==> src/logic/dpu_pkg.sv <==
// Shared widths, lane counts and opcode encoding for the integer dot-product unit
`default_nettype none

package dpu_pkg;

    // Register width and operand shape
    localparam int XLEN      = 32;
    localparam int NUM_WORDS = 2;

    // Eight lanes in the byte formats, four of them used for 16-bit lanes
    localparam int NUM_LANES = 8;

    // A lane carries one spare bit so signed and zero-extended values share a width
    localparam int LANE_W = 17;

    // Product of two extended lanes
    localparam int PROD_W = 2 * LANE_W;

    // Three adder tree levels grow the sum by one bit each
    localparam int SUM_W = PROD_W + 3;

    // Sum plus the sign-extended accumulator
    localparam int ACC_W = SUM_W + 1;

    // Operand formats, the last code is reserved
    typedef enum logic [1:0] {
        op_i16 = 2'd0,
        op_i8  = 2'd1,
        op_u8  = 2'd2,
        op_bad = 2'd3
    } dpu_op_e;

endpackage

`default_nettype wire

==> src/logic/dpu_decode.sv <==
// Decode stage of the dot-product pipeline, unpacks and extends the operand lanes by opcode
`timescale 1ns/100ps
`default_nettype none

module dpu_decode (
    input  wire                                             clk,
    input  wire                                             reset,
    input  wire                                             advance,

    input  wire                                             in_valid,
    input  wire dpu_pkg::dpu_op_e                           op,
    input  wire [dpu_pkg::NUM_WORDS*dpu_pkg::XLEN-1:0]      a_row,
    input  wire [dpu_pkg::NUM_WORDS*dpu_pkg::XLEN-1:0]      b_col,
    input  wire [dpu_pkg::XLEN-1:0]                         c_val,

    output logic                                            dec_valid,
    output dpu_pkg::dpu_op_e                                dec_op,
    output logic [dpu_pkg::NUM_LANES-1:0][dpu_pkg::LANE_W-1:0] dec_a,
    output logic [dpu_pkg::NUM_LANES-1:0][dpu_pkg::LANE_W-1:0] dec_b,
    output logic [dpu_pkg::XLEN-1:0]                        dec_c
);

    logic [dpu_pkg::NUM_LANES-1:0][dpu_pkg::LANE_W-1:0] lane_a;
    logic [dpu_pkg::NUM_LANES-1:0][dpu_pkg::LANE_W-1:0] lane_b;

    // Word i sits at bits 32i+31:32i, so halves and bytes count up from bit 0
    always_comb begin
        for (int l = 0; l < dpu_pkg::NUM_LANES; l++) begin
            case (op)
                dpu_pkg::op_i16: begin
                    // Only the low four lanes carry 16-bit elements
                    if (l < dpu_pkg::NUM_LANES / 2) begin
                        lane_a[l] = {a_row[l*16+15], a_row[l*16 +: 16]};
                        lane_b[l] = {b_col[l*16+15], b_col[l*16 +: 16]};
                    end else begin
                        lane_a[l] = '0;
                        lane_b[l] = '0;
                    end
                end
                dpu_pkg::op_i8: begin
                    lane_a[l] = {{9{a_row[l*8+7]}}, a_row[l*8 +: 8]};
                    lane_b[l] = {{9{b_col[l*8+7]}}, b_col[l*8 +: 8]};
                end
                dpu_pkg::op_u8: begin
                    lane_a[l] = {9'd0, a_row[l*8 +: 8]};
                    lane_b[l] = {9'd0, b_col[l*8 +: 8]};
                end
                default: begin
                    // Illegal code contributes nothing
                    lane_a[l] = '0;
                    lane_b[l] = '0;
                end
            endcase
        end
    end

    always_ff @(posedge clk) begin
        if (reset) begin
            dec_valid <= 1'b0;
        end else if (advance) begin
            dec_valid <= in_valid;
        end
    end

    // Payload follows the valid bit, a bubble just carries stale data
    always_ff @(posedge clk) begin
        if (advance) begin
            dec_op <= op;
            dec_a  <= lane_a;
            dec_b  <= lane_b;
            dec_c  <= c_val;
        end
    end

endmodule

`default_nettype wire

==> config.mk <==
export PLATFORM = sky130hd
export DESIGN_NAME = dpu_decode
export DESIGN_NICKNAME = d
export VERILOG_FILES = /design/src/logic/dpu_pkg.sv /design/src/logic/dpu_decode.sv
export SDC_FILE = /design/constraint.sdc
export NUM_CORES = 1
export LEC_CHECK = 0
export ABC_AREA = 1
export BUFFER_PORTS_ARGS = -buffer_cell sky130_fd_sc_hd__buf_4
export CAP_MARGIN = 5
export CORE_AREA = 2 2 181 183
export DETAILED_ROUTE_END_ITERATION = 16
export DIE_AREA = 0 0 183 185
export SLEW_MARGIN = 15
export SYNTH_ARGS = -nofsm -noshare
export SYNTH_HDL_FRONTEND = slang
export SYNTH_SLANG_ARGS = --single-unit
export TNS_END_PERCENT = 10
==> constraint.sdc <==
create_clock -name clk -period 1.87 [get_ports clk]
set_input_delay 0.2805 -clock clk [delete_from_list [all_inputs] [get_ports clk]]
set_output_delay 0.2805 -clock clk [all_outputs]
set_load 0.005 [all_outputs]
---- After elaboration in Yosys (flattened, before gate mapping) ----
Index checks and enable logic that the tools add are counted.
word-level totals
  flip-flop bits (word level) ............. 307
  output and inout port bits .............. 307
  word-level logic and storage cells ...... 38
operators by class
  equal/unequal tests ..................... 2
  muxes and demuxes ....................... 16
  reduce and logical (&&, ||, !) cells .... 1
operators by type and width
  cell                                                             number
  17-bit case mux with 3 select lines                              8
  17-bit case mux with 2 select lines                              8
  2-bit by 1-bit == test with 1-bit output, second input constant  1
  2-bit == test, second input constant                             1
  2-bit logical NOT                                                1

---- Depth between registers and ports, before layout ----
  word-level depth ........................ 2
  mapped depth ............................ 8
  gate-level depth less buffers ........... 6

---- Least setup slack after synthesis ----
OpenSTA, ideal clock, no wires.
  path kind ............................... input -> register
  start point ............................. in op[1]
  end point ............................... reg dec_a[102] (netlist bit) (data pin)
  data arrival time ....................... 1.136 ns
  data required time ...................... 1.619 ns
  path slack .............................. 0.483 ns
  stages on the path ...................... 6
  path buffers ............................ 2
  cells stage by stage .................... inv_1 -> ha_1 -> buf_4 -> o21ai_4 -> buf_6 -> nor2_1
RTL lines
  element                 line              RTL
  start: declaration      dpu_decode.sv:11  input wire dpu_pkg::dpu_op_e op,
  end signal: assignment  dpu_decode.sv:69  dec_a <= lane_a;
  end: declaration        dpu_decode.sv:18  output logic [dpu_pkg::NUM_LANES-1:0][dpu_pkg::LANE_W-1:0] dec_a,

---- Worst setup path in the final report ----
  start point ............................. reg dec_a[117] (netlist bit)
  end point ............................... out dec_a[117] (netlist bit)
No word-level cell between the ends.

==> summary.md <==
| Metric | Value |
|---|---|
| Synth top area cells | edfxtp_1 66%, nand2_1 11%, buf_4 5.7%, inv_1 4.9%, a21oi_1 3.1% |
| Starting Density | 0.3311 |
| Initial antenna violation count | 0 |
| Top_reg_cell synth | edfxtp_1 |
| Critical path data arrival time | 1.28 ns |
| Post-DP HPWL | 23870 µm |
| Via count of the first global-routing pass | 8076 |
| NetSw | 3.358 mW |
| N_diodes | 0 |
| Share of the synthesized area in the top cell type | 0.6624 |
| Wirelength per Cell | 17.88 µm |
| Die W | 183 µm |
| Via count | 8511 |
| CP Cell Sequence | buf_4 |
| Clk pwr share | 0.377 |
| Max transition margin | 0.7090 |
| # Post-CTS Setup Buffers | 0 |
| CP bufs+invs | 1 |
| PwrDens | 897.3 mW/mm² |
| Maxcap violations | 0 |
| GRT overflow | 0 |
| Reg2Reg Depth | 3 |
| Post-synth EDFFs | 234 |
| Crit-path max cell delay | 0.54 ns |
| H-tree depth | 1 |
| Total CTS buffers | 28 |
| # DRC | 0 |
| Syn. warnings | 0 |
| CP Max Fanout | 9 |
| Setup Skew | 0 ns |
| Syn_nets | 1193 |
| I/O Buffers | 472 |
| Share of cells above drive strength 1 | 0.3685 |
| RSZ-0062 raised after global routing | false |
| Root Driver | clkbuf_16 |
| Peak VDD IR | 0.0006431 V |
| Final non-filler cell area | 0.01547 mm² |
| Final wirelength | 33870 µm |
| Clk buf depth | 3 |
| Gr usage total | 0.1879 |
| Synth area leader | edfxtp_1 |
| Combinational share of power | 0.156 |
| Sequential fraction of design power | 0.467 |
| Hold Vio Cnt, Final | 0 |
| I/O Pins | 473 |
| Post-Synthesis Cells | 1023 |
| Final setup fails | 0 |
| Switching Fraction | 0.2419 |
| Synth cell count leaders | 324 x nand2_1, 234 x edfxtp_1, 139 x inv_1 |
| Outcome | finished clean |
| Initial drt markers | 493 |
| FF+latch count, synth | 235 |
| Most numerous cell in the Yosys netlist | nand2_1 |
| Hold Startpoint | b_col[63] |
| Post-synthesis cell area | 0.01061 mm² |
| Leak | 7.269 nW |
| Worst slack, placed | -0.03300 ns |
| Worst-margin pin slew | 0.4365 ns |
| Pin count of the biggest net entering global routing | 65 |
| CTS tree | done |
| Clk_lat worst skew | 0.55 ns |
| Vias per cell | 4.491 |
| Syn avg cell area | 10.37 µm² |
| Crit share post-route | 0.8337 |
| Layout area overhead | 45.84% |
| Chip Height | 185 µm |
| Crit path from | dec_a[117]$_DFFE_PP_ |
| Fmax | 0.6414 GHz |
| Nets | 1640 |
| Final min period | 1.559 ns |
| Routability cong. | 0.7990 |
| Ys async rst share | 0 |
| Required time worst endpoint | 1.59 ns |
| Global-route wire length before repair | 48330 µm |
| Int Pwr | 10.52 mW |
| Crit-path slowest cell | edfxtp_1 |
| Hold Crit Endpoint | dec_b[134]$_DFFE_PP_ |
| Worst hold path type | input port to flop |
| DP Area | 0.01420 mm² |
| FP Rows | 66 |
| Yosys cell types | 16 |
| Core ar. | 0.03204 mm² |
| Slew Viols, Final | 0 |
| Reg2reg end | dec_valid$_SDFFE_PP0P_ |
| Die footprint | 0.03386 mm² |
| Worst setup SP type | flop |
| Post-synthesis sequential area ratio | 0.6643 |
| 1st-pass router iterations | 4 |
| Flop2flop setup slack | 0.75 ns |
| Type of destination of the critical path | output pin |
| Number of routed nets with antenna violations | 0 |
| Hold Path Depth | 3 |
| Worst Slack Setup Final | 0.3110 ns |
| R2r startpoint | dec_valid$_SDFFE_PP0P_ |
| Top Family by Delay on Critical Path | flip-flops |
| Clk slew on worst S/H paths | 0.06 ns |
| Crit Path Category | flop to output pin |
| Clk sinks | 235 |
==> logic make-up after synthesis <==
| family | synth area share |
|---|---|
| buffers and inverters | 0.1277 |
| AND/OR/NAND/NOR | 0.1710 |
| adder cells (fa/ha/maj) | 0.004718 |
| flip-flops | 0.6643 |
| AO/OA/AOI/OAI | 0.03220 |
==> placed cells by master (no fill, tap or decap), drive strengths merged <==
cell type      n
bufinv         2
nand3         64
buf          497
inv          140
dfxtp          1
edfxtp       234
nand2        330
clkinvlp       3
dlygate4sd3   40
clkbuf        33
a21oi         65
o21ai          1
nor2          64
clkinv         9
ha             4
==> layout make-up <==
class	count	area, µm²
Clock buffer	33	740.7
Fill cell	2986	16570
Timing Repair Buffer	537	4264
Clock inverter	14	126.4
Sequential cell	235	7047
Multi-Input combinational cell	528	2256
Inverter	140	525.5
Tap cell	408	510.5
==> registers in the layout, indices dropped and copies added (netlist names) <==
| register | cells |
|---|---|
| dec_b | 100 |
| dec_c | 32 |
| dec_valid | 1 |
| dec_op | 2 |
| dec_a | 100 |
==> stage by stage <==
stage	instances	hold slack, ns	utilization	TNS [ns]	total power [mW]
finish	1895	0.02910	0.4828	0	13.88
global route	1895	0.03376	0.4828	0	14.41
CTS	1895	0.003248	0.4828	0	14.05
detailed placement	1808	0.4430	0.4433	-0.03300	8.718
global placement	1808	0.4362	0.4433	0	8.680
floorplan	1023	0.3496	-	0	7.296
==> per-layer routing <==
| metal | part of all wire | GRT usage |
|---|---|---|
| met5 | 0 | 0 |
| met1 | 0.38 | 0.2201 |
| met4 | 0.030 | 0.05632 |
| met3 | 0.087 | 0.05800 |
| met2 | 0.50 | 0.3309 |
==> how the worst max path moves through the flow <==
| stage | to | depth (start not counted) |
|---|---|---|
| 4_1_cts | dec_a[117] | 1 |
| 5_1_grt | dec_a[111] | 1 |
| 6_report | dec_a[117] | 1 |
| 3_5_place_dp | dec_b[32]$_DFFE_PP_ | 6 |
| 3_3_place_gp | dec_b[32]$_DFFE_PP_ | 6 |
| 2_1_floorplan | dec_a[102]$_DFFE_PP_ | 6 |
==> repair_timing <==
item,CTS,global route
hold buffers,40,0
resized for setup,0,0
endpoints found under the hold margin,39,0
==> power by group through the flow <==
| stage | clock, mW | combinational [mW] | sequential, mW |
|---|---|---|---|
| after floorplan | 0 | 0.675 | 6.62 |
| after global placement | 0 | 2.10 | 6.58 |
| after detailed placement | 0 | 2.12 | 6.59 |
| after CTS | 5.36 | 2.20 | 6.49 |
| after global routing | 5.52 | 2.36 | 6.53 |
| final | 5.23 | 2.16 | 6.49 |
Power figures use the tool's default switching activity.
