===== src/logic/dpu_pkg.sv =====
// Shared widths, lane counts and opcode encoding for the integer dot-product unit
`default_nettype none

package dpu_pkg;

    // Register width and operand shape
    localparam int XLEN      = 32;
    localparam int NUM_WORDS = 2;

    // Eight lanes in the byte formats, four of them used for 16-bit lanes
    localparam int NUM_LANES = 8;

    // A lane carries one spare bit so signed and zero-extended values share a width
    localparam int LANE_W = 17;

    // Product of two extended lanes
    localparam int PROD_W = 2 * LANE_W;

    // Three adder tree levels grow the sum by one bit each
    localparam int SUM_W = PROD_W + 3;

    // Sum plus the sign-extended accumulator
    localparam int ACC_W = SUM_W + 1;

    // Operand formats, the last code is reserved
    typedef enum logic [1:0] {
        op_i16 = 2'd0,
        op_i8  = 2'd1,
        op_u8  = 2'd2,
        op_bad = 2'd3
    } dpu_op_e;

endpackage

`default_nettype wire


===== src/logic/dpu_result.sv =====
// Result stage of the dot-product pipeline, accumulates, saturates and runs the output handshake
`timescale 1ns/100ps
`default_nettype none

module dpu_result (
    input  wire                             clk,
    input  wire                             reset,

    input  wire                             exe_valid,
    input  wire                             exe_bad,
    input  wire [dpu_pkg::SUM_W-1:0]        exe_sum,
    input  wire [dpu_pkg::XLEN-1:0]         exe_c,

    input  wire                             d_ready,
    output logic                            advance,
    output logic                            d_valid,
    output logic                            d_err,
    output logic [dpu_pkg::XLEN-1:0]        d_val
);

    logic signed [dpu_pkg::ACC_W-1:0] acc_sum;
    logic                             all_ones;
    logic                             all_zeros;
    logic [dpu_pkg::XLEN-1:0]         sat_val;

    // Whole pipeline moves when the output slot is free or being emptied
    assign advance = ~d_valid | d_ready;

    // Both operands sign-extend to the accumulator width
    assign acc_sum = $signed(exe_sum) + $signed(exe_c);

    // In range only when the bits above bit 31 all repeat the sign
    assign all_ones  = &acc_sum[dpu_pkg::ACC_W-1:dpu_pkg::XLEN-1];
    assign all_zeros = ~|acc_sum[dpu_pkg::ACC_W-1:dpu_pkg::XLEN-1];

    always_comb begin
        if (all_ones || all_zeros) begin
            sat_val = acc_sum[dpu_pkg::XLEN-1:0];
        end else if (acc_sum[dpu_pkg::ACC_W-1]) begin
            // Clamp negative overflow to the most negative word
            sat_val = {1'b1, {(dpu_pkg::XLEN-1){1'b0}}};
        end else begin
            sat_val = {1'b0, {(dpu_pkg::XLEN-1){1'b1}}};
        end
    end

    always_ff @(posedge clk) begin
        if (reset) begin
            d_valid <= 1'b0;
            d_err   <= 1'b0;
        end else if (advance) begin
            d_valid <= exe_valid;
            // Error flag only rises with a real item
            d_err   <= exe_valid & exe_bad;
        end
    end

    // Held while the consumer stalls
    always_ff @(posedge clk) begin
        if (advance) begin
            d_val <= sat_val;
        end
    end

endmodule

`default_nettype wire


===== config.mk =====
export PLATFORM = sky130hd
export DESIGN_NAME = dpu_result
export DESIGN_NICKNAME = d
export VERILOG_FILES = /design/src/logic/dpu_pkg.sv /design/src/logic/dpu_result.sv
export SDC_FILE = /design/constraint.sdc
export NUM_CORES = 1
export LEC_CHECK = 0
export ABC_AREA = 1
export BUFFER_PORTS_ARGS = -buffer_cell sky130_fd_sc_hd__buf_4
export CAP_MARGIN = 20
export CORE_ASPECT_RATIO = 1.4
export CORE_MARGIN = 4
export CORE_UTILIZATION = 34
export DETAILED_ROUTE_END_ITERATION = 7
export PLACE_DENSITY = 0.58
export REMOVE_ABC_BUFFERS = 1
export SKIP_CTS_REPAIR_TIMING = 1
export SYNTH_ARGS = -nofsm -noshare
export SYNTH_HDL_FRONTEND = slang
export SYNTH_SLANG_ARGS = --single-unit

===== constraint.sdc =====
create_clock -name clk -period 2.89 [get_ports clk]
set_input_delay 0.578 -clock clk [delete_from_list [all_inputs] [get_ports clk]]
set_output_delay 0.578 -clock clk [all_outputs]
set_load 0.05 [all_outputs]

---- Word-level counts from Yosys, hierarchy flattened ----
Index checks and enable logic that the tools add are counted.
cells by class
  add/sub/neg operators ................... 1
  multiplexer cells ....................... 2
  bitwise logic cells ..................... 3
  reductions and logical operators ........ 4
operators with widths
  cell                     count
  2-to-1 mux 32 bit        2
  adder 37 x 32 -> 38 bit  1
  AND reduction 7 bit      1
  OR reduction 7 bit       1
  bitwise AND 1 bit        1
  zero test 1 bit          1
  logical OR 1 bit         1
  NOT 1 bit                1
  OR 1 bit                 1
word-level totals
  register bits ........................... 34
  output and inout port bits .............. 35
  logic and storage cells ................. 13

---- Longest topological paths before layout ----
  word-level depth ........................ 5
  depth in mapped cells ................... 20

---- Worst setup path after synthesis ----
No wires, ideal clock.
  kind .................................... input -> register
  start point ............................. input exe_sum[0] (netlist bit)
  end point ............................... register d_val[10] (netlist bit), data pin
  arrival time ............................ 2.408 ns
  setup slack ............................. 0.228 ns
  stages .................................. 17
  path buffers ............................ 1
  path through ............................ ha_1 -> fa_1 -> nand3_1 -> nand3_2 -> nand2_1 -> nand2_1 -> nand2_1 -> nand2_2 -> nand3_2 -> nand3_1 -> nand2_1 -> nand2_1 -> nor2_1 -> nand2_2 -> nand3_2 -> buf_4 -> nand2_1
on the way
  longest elaborated chain between the ends .. 5
ends and longest elaborated chain
  item                         line              text
  from (decl)                  dpu_result.sv:11  input wire [dpu_pkg::SUM_W-1:0] exe_sum,
  adder 37 x 32 -> 38 bit (*)  dpu_result.sv:30  assign acc_sum = $signed(exe_sum) + $signed(exe_c);
  OR reduction 7 bit           dpu_result.sv:34  assign all_zeros = ~|acc_sum[dpu_pkg::ACC_W-1:dpu_pkg::XLEN-1];
  zero test 1 bit              dpu_result.sv:34
  logical OR 1 bit             dpu_result.sv:37  if (all_ones || all_zeros) begin
  2-to-1 mux 32 bit (*)        dpu_result.sv:37
  via sat_val (one bit)        dpu_result.sv:24  logic [dpu_pkg::XLEN-1:0] sat_val;
  to (signal assigned)         dpu_result.sv:61  d_val <= sat_val;
  to (decl)                    dpu_result.sv:18  output logic [dpu_pkg::XLEN-1:0] d_val
Mark *: on every way through the listed nets, which the timed path passes. The rest lies on a longest branch.
A chain may end at the register's enable or synchronous reset.

---- Worst setup path in the final report ----
  start point ............................. input exe_c[16] (netlist bit)
  end point ............................... register d_val[11] (netlist bit), data pin
on the way
  longest elaborated chain between the ends .. 5
ends and longest elaborated chain
  item                         line              text
  from (decl)                  dpu_result.sv:12  input wire [dpu_pkg::XLEN-1:0] exe_c,
  adder 37 x 32 -> 38 bit (*)  dpu_result.sv:30
  OR reduction 7 bit           dpu_result.sv:34
  zero test 1 bit              dpu_result.sv:34
  logical OR 1 bit             dpu_result.sv:37
  2-to-1 mux 32 bit (*)        dpu_result.sv:37
  via sat_val (one bit)        dpu_result.sv:24
Marks and branches as above.

==> impl_metrics.py <==
metrics = {
    "outcome": {
        "status": "complete, no violations",
    },
    "sta": {
        "skew_ps": 6.22,
        "fmax_mhz": 366,
        "period_share_pct": 94.6,
        "maxSlewViolCount": 0,
        "period_needed_ps": 2730,
        "finalHoldViolations": 0,
        "setup_violations": 0,
        "slew_headroom_pct": 70.2,
        "fin_hold_ws_ps": 474,
        "tightest_slew_ps": 445,
    },
    "setup_path": {
        "endpoint_kind": "flop",
        "required_ps": 2910,
        "cp-start-kind": "primary input",
        "crit_fanout": 15,
        "arrival_ps": 2760,
        "path_class": "in2reg",
    },
    "grt": {
        "antenna_found_initial": 0,
        "grt_pass1_wl_um": 21300,
        "use_met2_pct": 37.1,
        "track_usage_pct": 19.5,
        "grt_max_degree": 35,
        "grt_use_met3_pct": 1.75,
        "use_met1_pct": 23.2,
        "grt-ovfl-total": 0,
        "grt.busiest_layer": "met2",
        "grt_pass1_vias": 4522,
    },
    "pwr": {
        "fin_total_pwr_w": 0.00273,
        "p_per_area_mw_per_mm2": 440,
        "p_leak_nw": 3.28,
        "vdd_drop_max_mv": 0.256,
    },
    "logic_synthesis": {
        "postSynthAreaPerCell_um2": 6.38,
        "syn_inst": 624,
        "syn-cell-area_mm2": 0.00398,
        "ys_ff_latch": 34,
        "yosys_warnings": 0,
        "synth.distinct_cells": 28,
        "ys_seq_area_share_pct": 25.1,
    },
    "drt": {
        "vias_per_cell": 4.74,
        "drc": 0,
        "vias": 4714,
        "drt_iter0_drc": 202,
        "wl_um": 13700,
        "dr.pass1.iters": 5,
        "wl_per_cell_um": 13.7,
        "antenna_left": 0,
    },
    "final_layout": {
        "drive_gt1_share_pct": 34.8,
        "syn2layout_area_growth_pct": 55.8,
        "nets": 962,
        "fin_util_pct": 54.5,
        "diodes": 0,
    },
    "placed_design": {
        "port_buffers": 108,
        "hpwl_um": 11700,
        "place_congestion": 0.918,
    },
    "clocking": {
        "h-tree-depth": 2,
        "root_buffer": "clkbuf_16",
        "clk_pin_slew_worst_paths_ps": 50,
        "clock_latency_ps": 270,
        "clk_path_buf_depth": 2,
        "cts_buffers": 5,
        "cts_tree": "built",
        "cts.sinks": 34,
    },
    "run": {
        "drv_cap": 0,
    },
    "worst_hold_path": {
        "holdCritPathClass": "in2reg",
    },
    "die": {
        "rows": 46,
        "die_h_um": 136,
        "dieArea_mm2": 0.0135,
        "io_pins": 109,
        "die_w_um": 99.5,
        "start_util_pct": 34.9,
        "core_area_mm2": 0.0114,
    },
}
report_power, final:
group	internal (W)	switching, W	leakage (nW)	total (W)
registers	0.000653	0.0000295	0.355	0.000683
clock network	0.000342	0.000171	0.0712	0.000513
logic	0.000627	0.000908	2.85	0.00153
total	0.00162	0.00111	3.28	0.00273
metrics by stage:
| stage | setup TNS, ps | std cells | worst slack [ps] | cell area [µm²] |
|---|---|---|---|---|
| 3_5_place_dp | -14940 | 985 | -498 | 5790 |
| 3_3_place_gp | -15250 | 985 | -494 | 5790 |
| 6_report | 0 | 995 | 156 | 6210 |
| 2_1_floorplan | 0 | 618 | 101 | 3930 |
| 4_1_cts | -6350 | 993 | -217 | 5940 |
| 5_1_grt | -223 | 995 | -16.6 | 6210 |
layer usage:
metal | vias up | share of wire [%]
met3 | 19 | 4.2
met2 | 116 | 53
met5 | - | 0
met1 | 2130 | 41
li1 | 2449 | -
met4 | 0 | 2.2
final timing paths:
kind | from | endpoint | slack [ps] | depth (start not counted)
max | exe_c[16] | d_val[11] | 160 | 19
min | reset | d_valid | 470 | 2
max reg2reg | d_valid | d_err | 1720 | 4
min reg2reg | d_err | d_err | 510 | 2
cell usage after synthesis:
| cell type | count | area share [%] |
|---|---|---|
| nand3_1 | 29 | 3.6 |
| buf_4 | 3 | 0.57 |
| nor3_2 | 1 | 0.25 |
| a21oi_1 | 39 | 4.9 |
| nor3_1 | 8 | 1.0 |
| and2_1 | 1 | 0.16 |
| nand3_2 | 8 | 2.0 |
| clkinv_1 | 1 | 0.094 |
| ha_1 | 37 | 12 |
| inv_1 | 74 | 7.0 |
| nand2_1 | 257 | 24 |
| inv_2 | 1 | 0.094 |
| dfxtp_1 | 2 | 1.0 |
| o21ai_0 | 13 | 1.6 |
| xor2_1 | 19 | 4.2 |
| nand2_4 | 1 | 0.28 |
| o21bai_1 | 4 | 0.75 |
| nand2_2 | 7 | 1.1 |
| xnor2_1 | 10 | 2.2 |
| nor2_2 | 4 | 0.63 |
| o21ai_1 | 1 | 0.13 |
| a31oi_1 | 7 | 1.1 |
| buf_6 | 3 | 0.85 |
| fa_1 | 1 | 0.50 |
| nand4_1 | 2 | 0.31 |
| edfxtp_1 | 32 | 24 |
| nor2_1 | 58 | 5.5 |
| nand3b_1 | 1 | 0.19 |
worst max-delay path: stages:
cell and delay (ps):
buf_4 110, ha_2 350, nand2_1 80, buf_4 140, nor2_2 120, inv_1 70
nor3_1 130, nand2_1 70, nand2_1 70, nand2_1 120, nand2_1 110, nand2_1 50
nand2_1 60, nand2_1 80, nor2_4 160, nand2_4 100, nand3_4 110, clkbuf_16 170
nand2_1 60
registers in the layout, indices dropped and copies added, names as in the netlist:
signal   cells
d_val       32
d_valid      1
d_err        1
layout make-up:
class                           instances  area (µm²)
Timing Repair Buffer                  225        1720
Tap cell                              144         180
Multi-Input combinational cell        508        2870
Inverter                               76         285
Clock buffer                            8         146
Sequential cell                        34        1000
Fill cell                            1172        5190
cells in the final DEF, fill, tap and decap left out:
cell type and n:
nand2_1 254, buf_4 223, inv_1 74, nor2_1 43
edfxtp_1 32, a21oi_1 28, nand3_1 28, ha_1 27
xor2_1 19, nor2_2 15, a21oi_2 11, o21ai_0 10
xnor2_1 10, nand3_2 8, nand2_2 8, nor3_1 7
a31oi_1 7, ha_4 6, clkbuf_16 6, nor2_4 4
o21bai_1 4, ha_2 4, o21ai_1 3, nor3_2 2
nand4_1 2, nand2_4 2, clkbuf_1 2, dfxtp_1 2
o21ai_2 1, inv_2 1, and2_1 1, nand3b_1 1
clkinv_1 1, nand2_8 1, nand3_4 1, fa_2 1
clkbuf_8 1, buf_12 1
cells by family (layout without fill, tap and decap cells):
family,Yosys count,in the layout,synth area share [%]
xor+xnor,29,29,6.38
fa+ha+maj,38,38,12.1
buf+inv,82,309,8.58
flops,34,34,25.1
simple gates,377,377,39.3
compound gates,64,64,8.51
No activity file was read; power rests on OpenSTA's default activity.
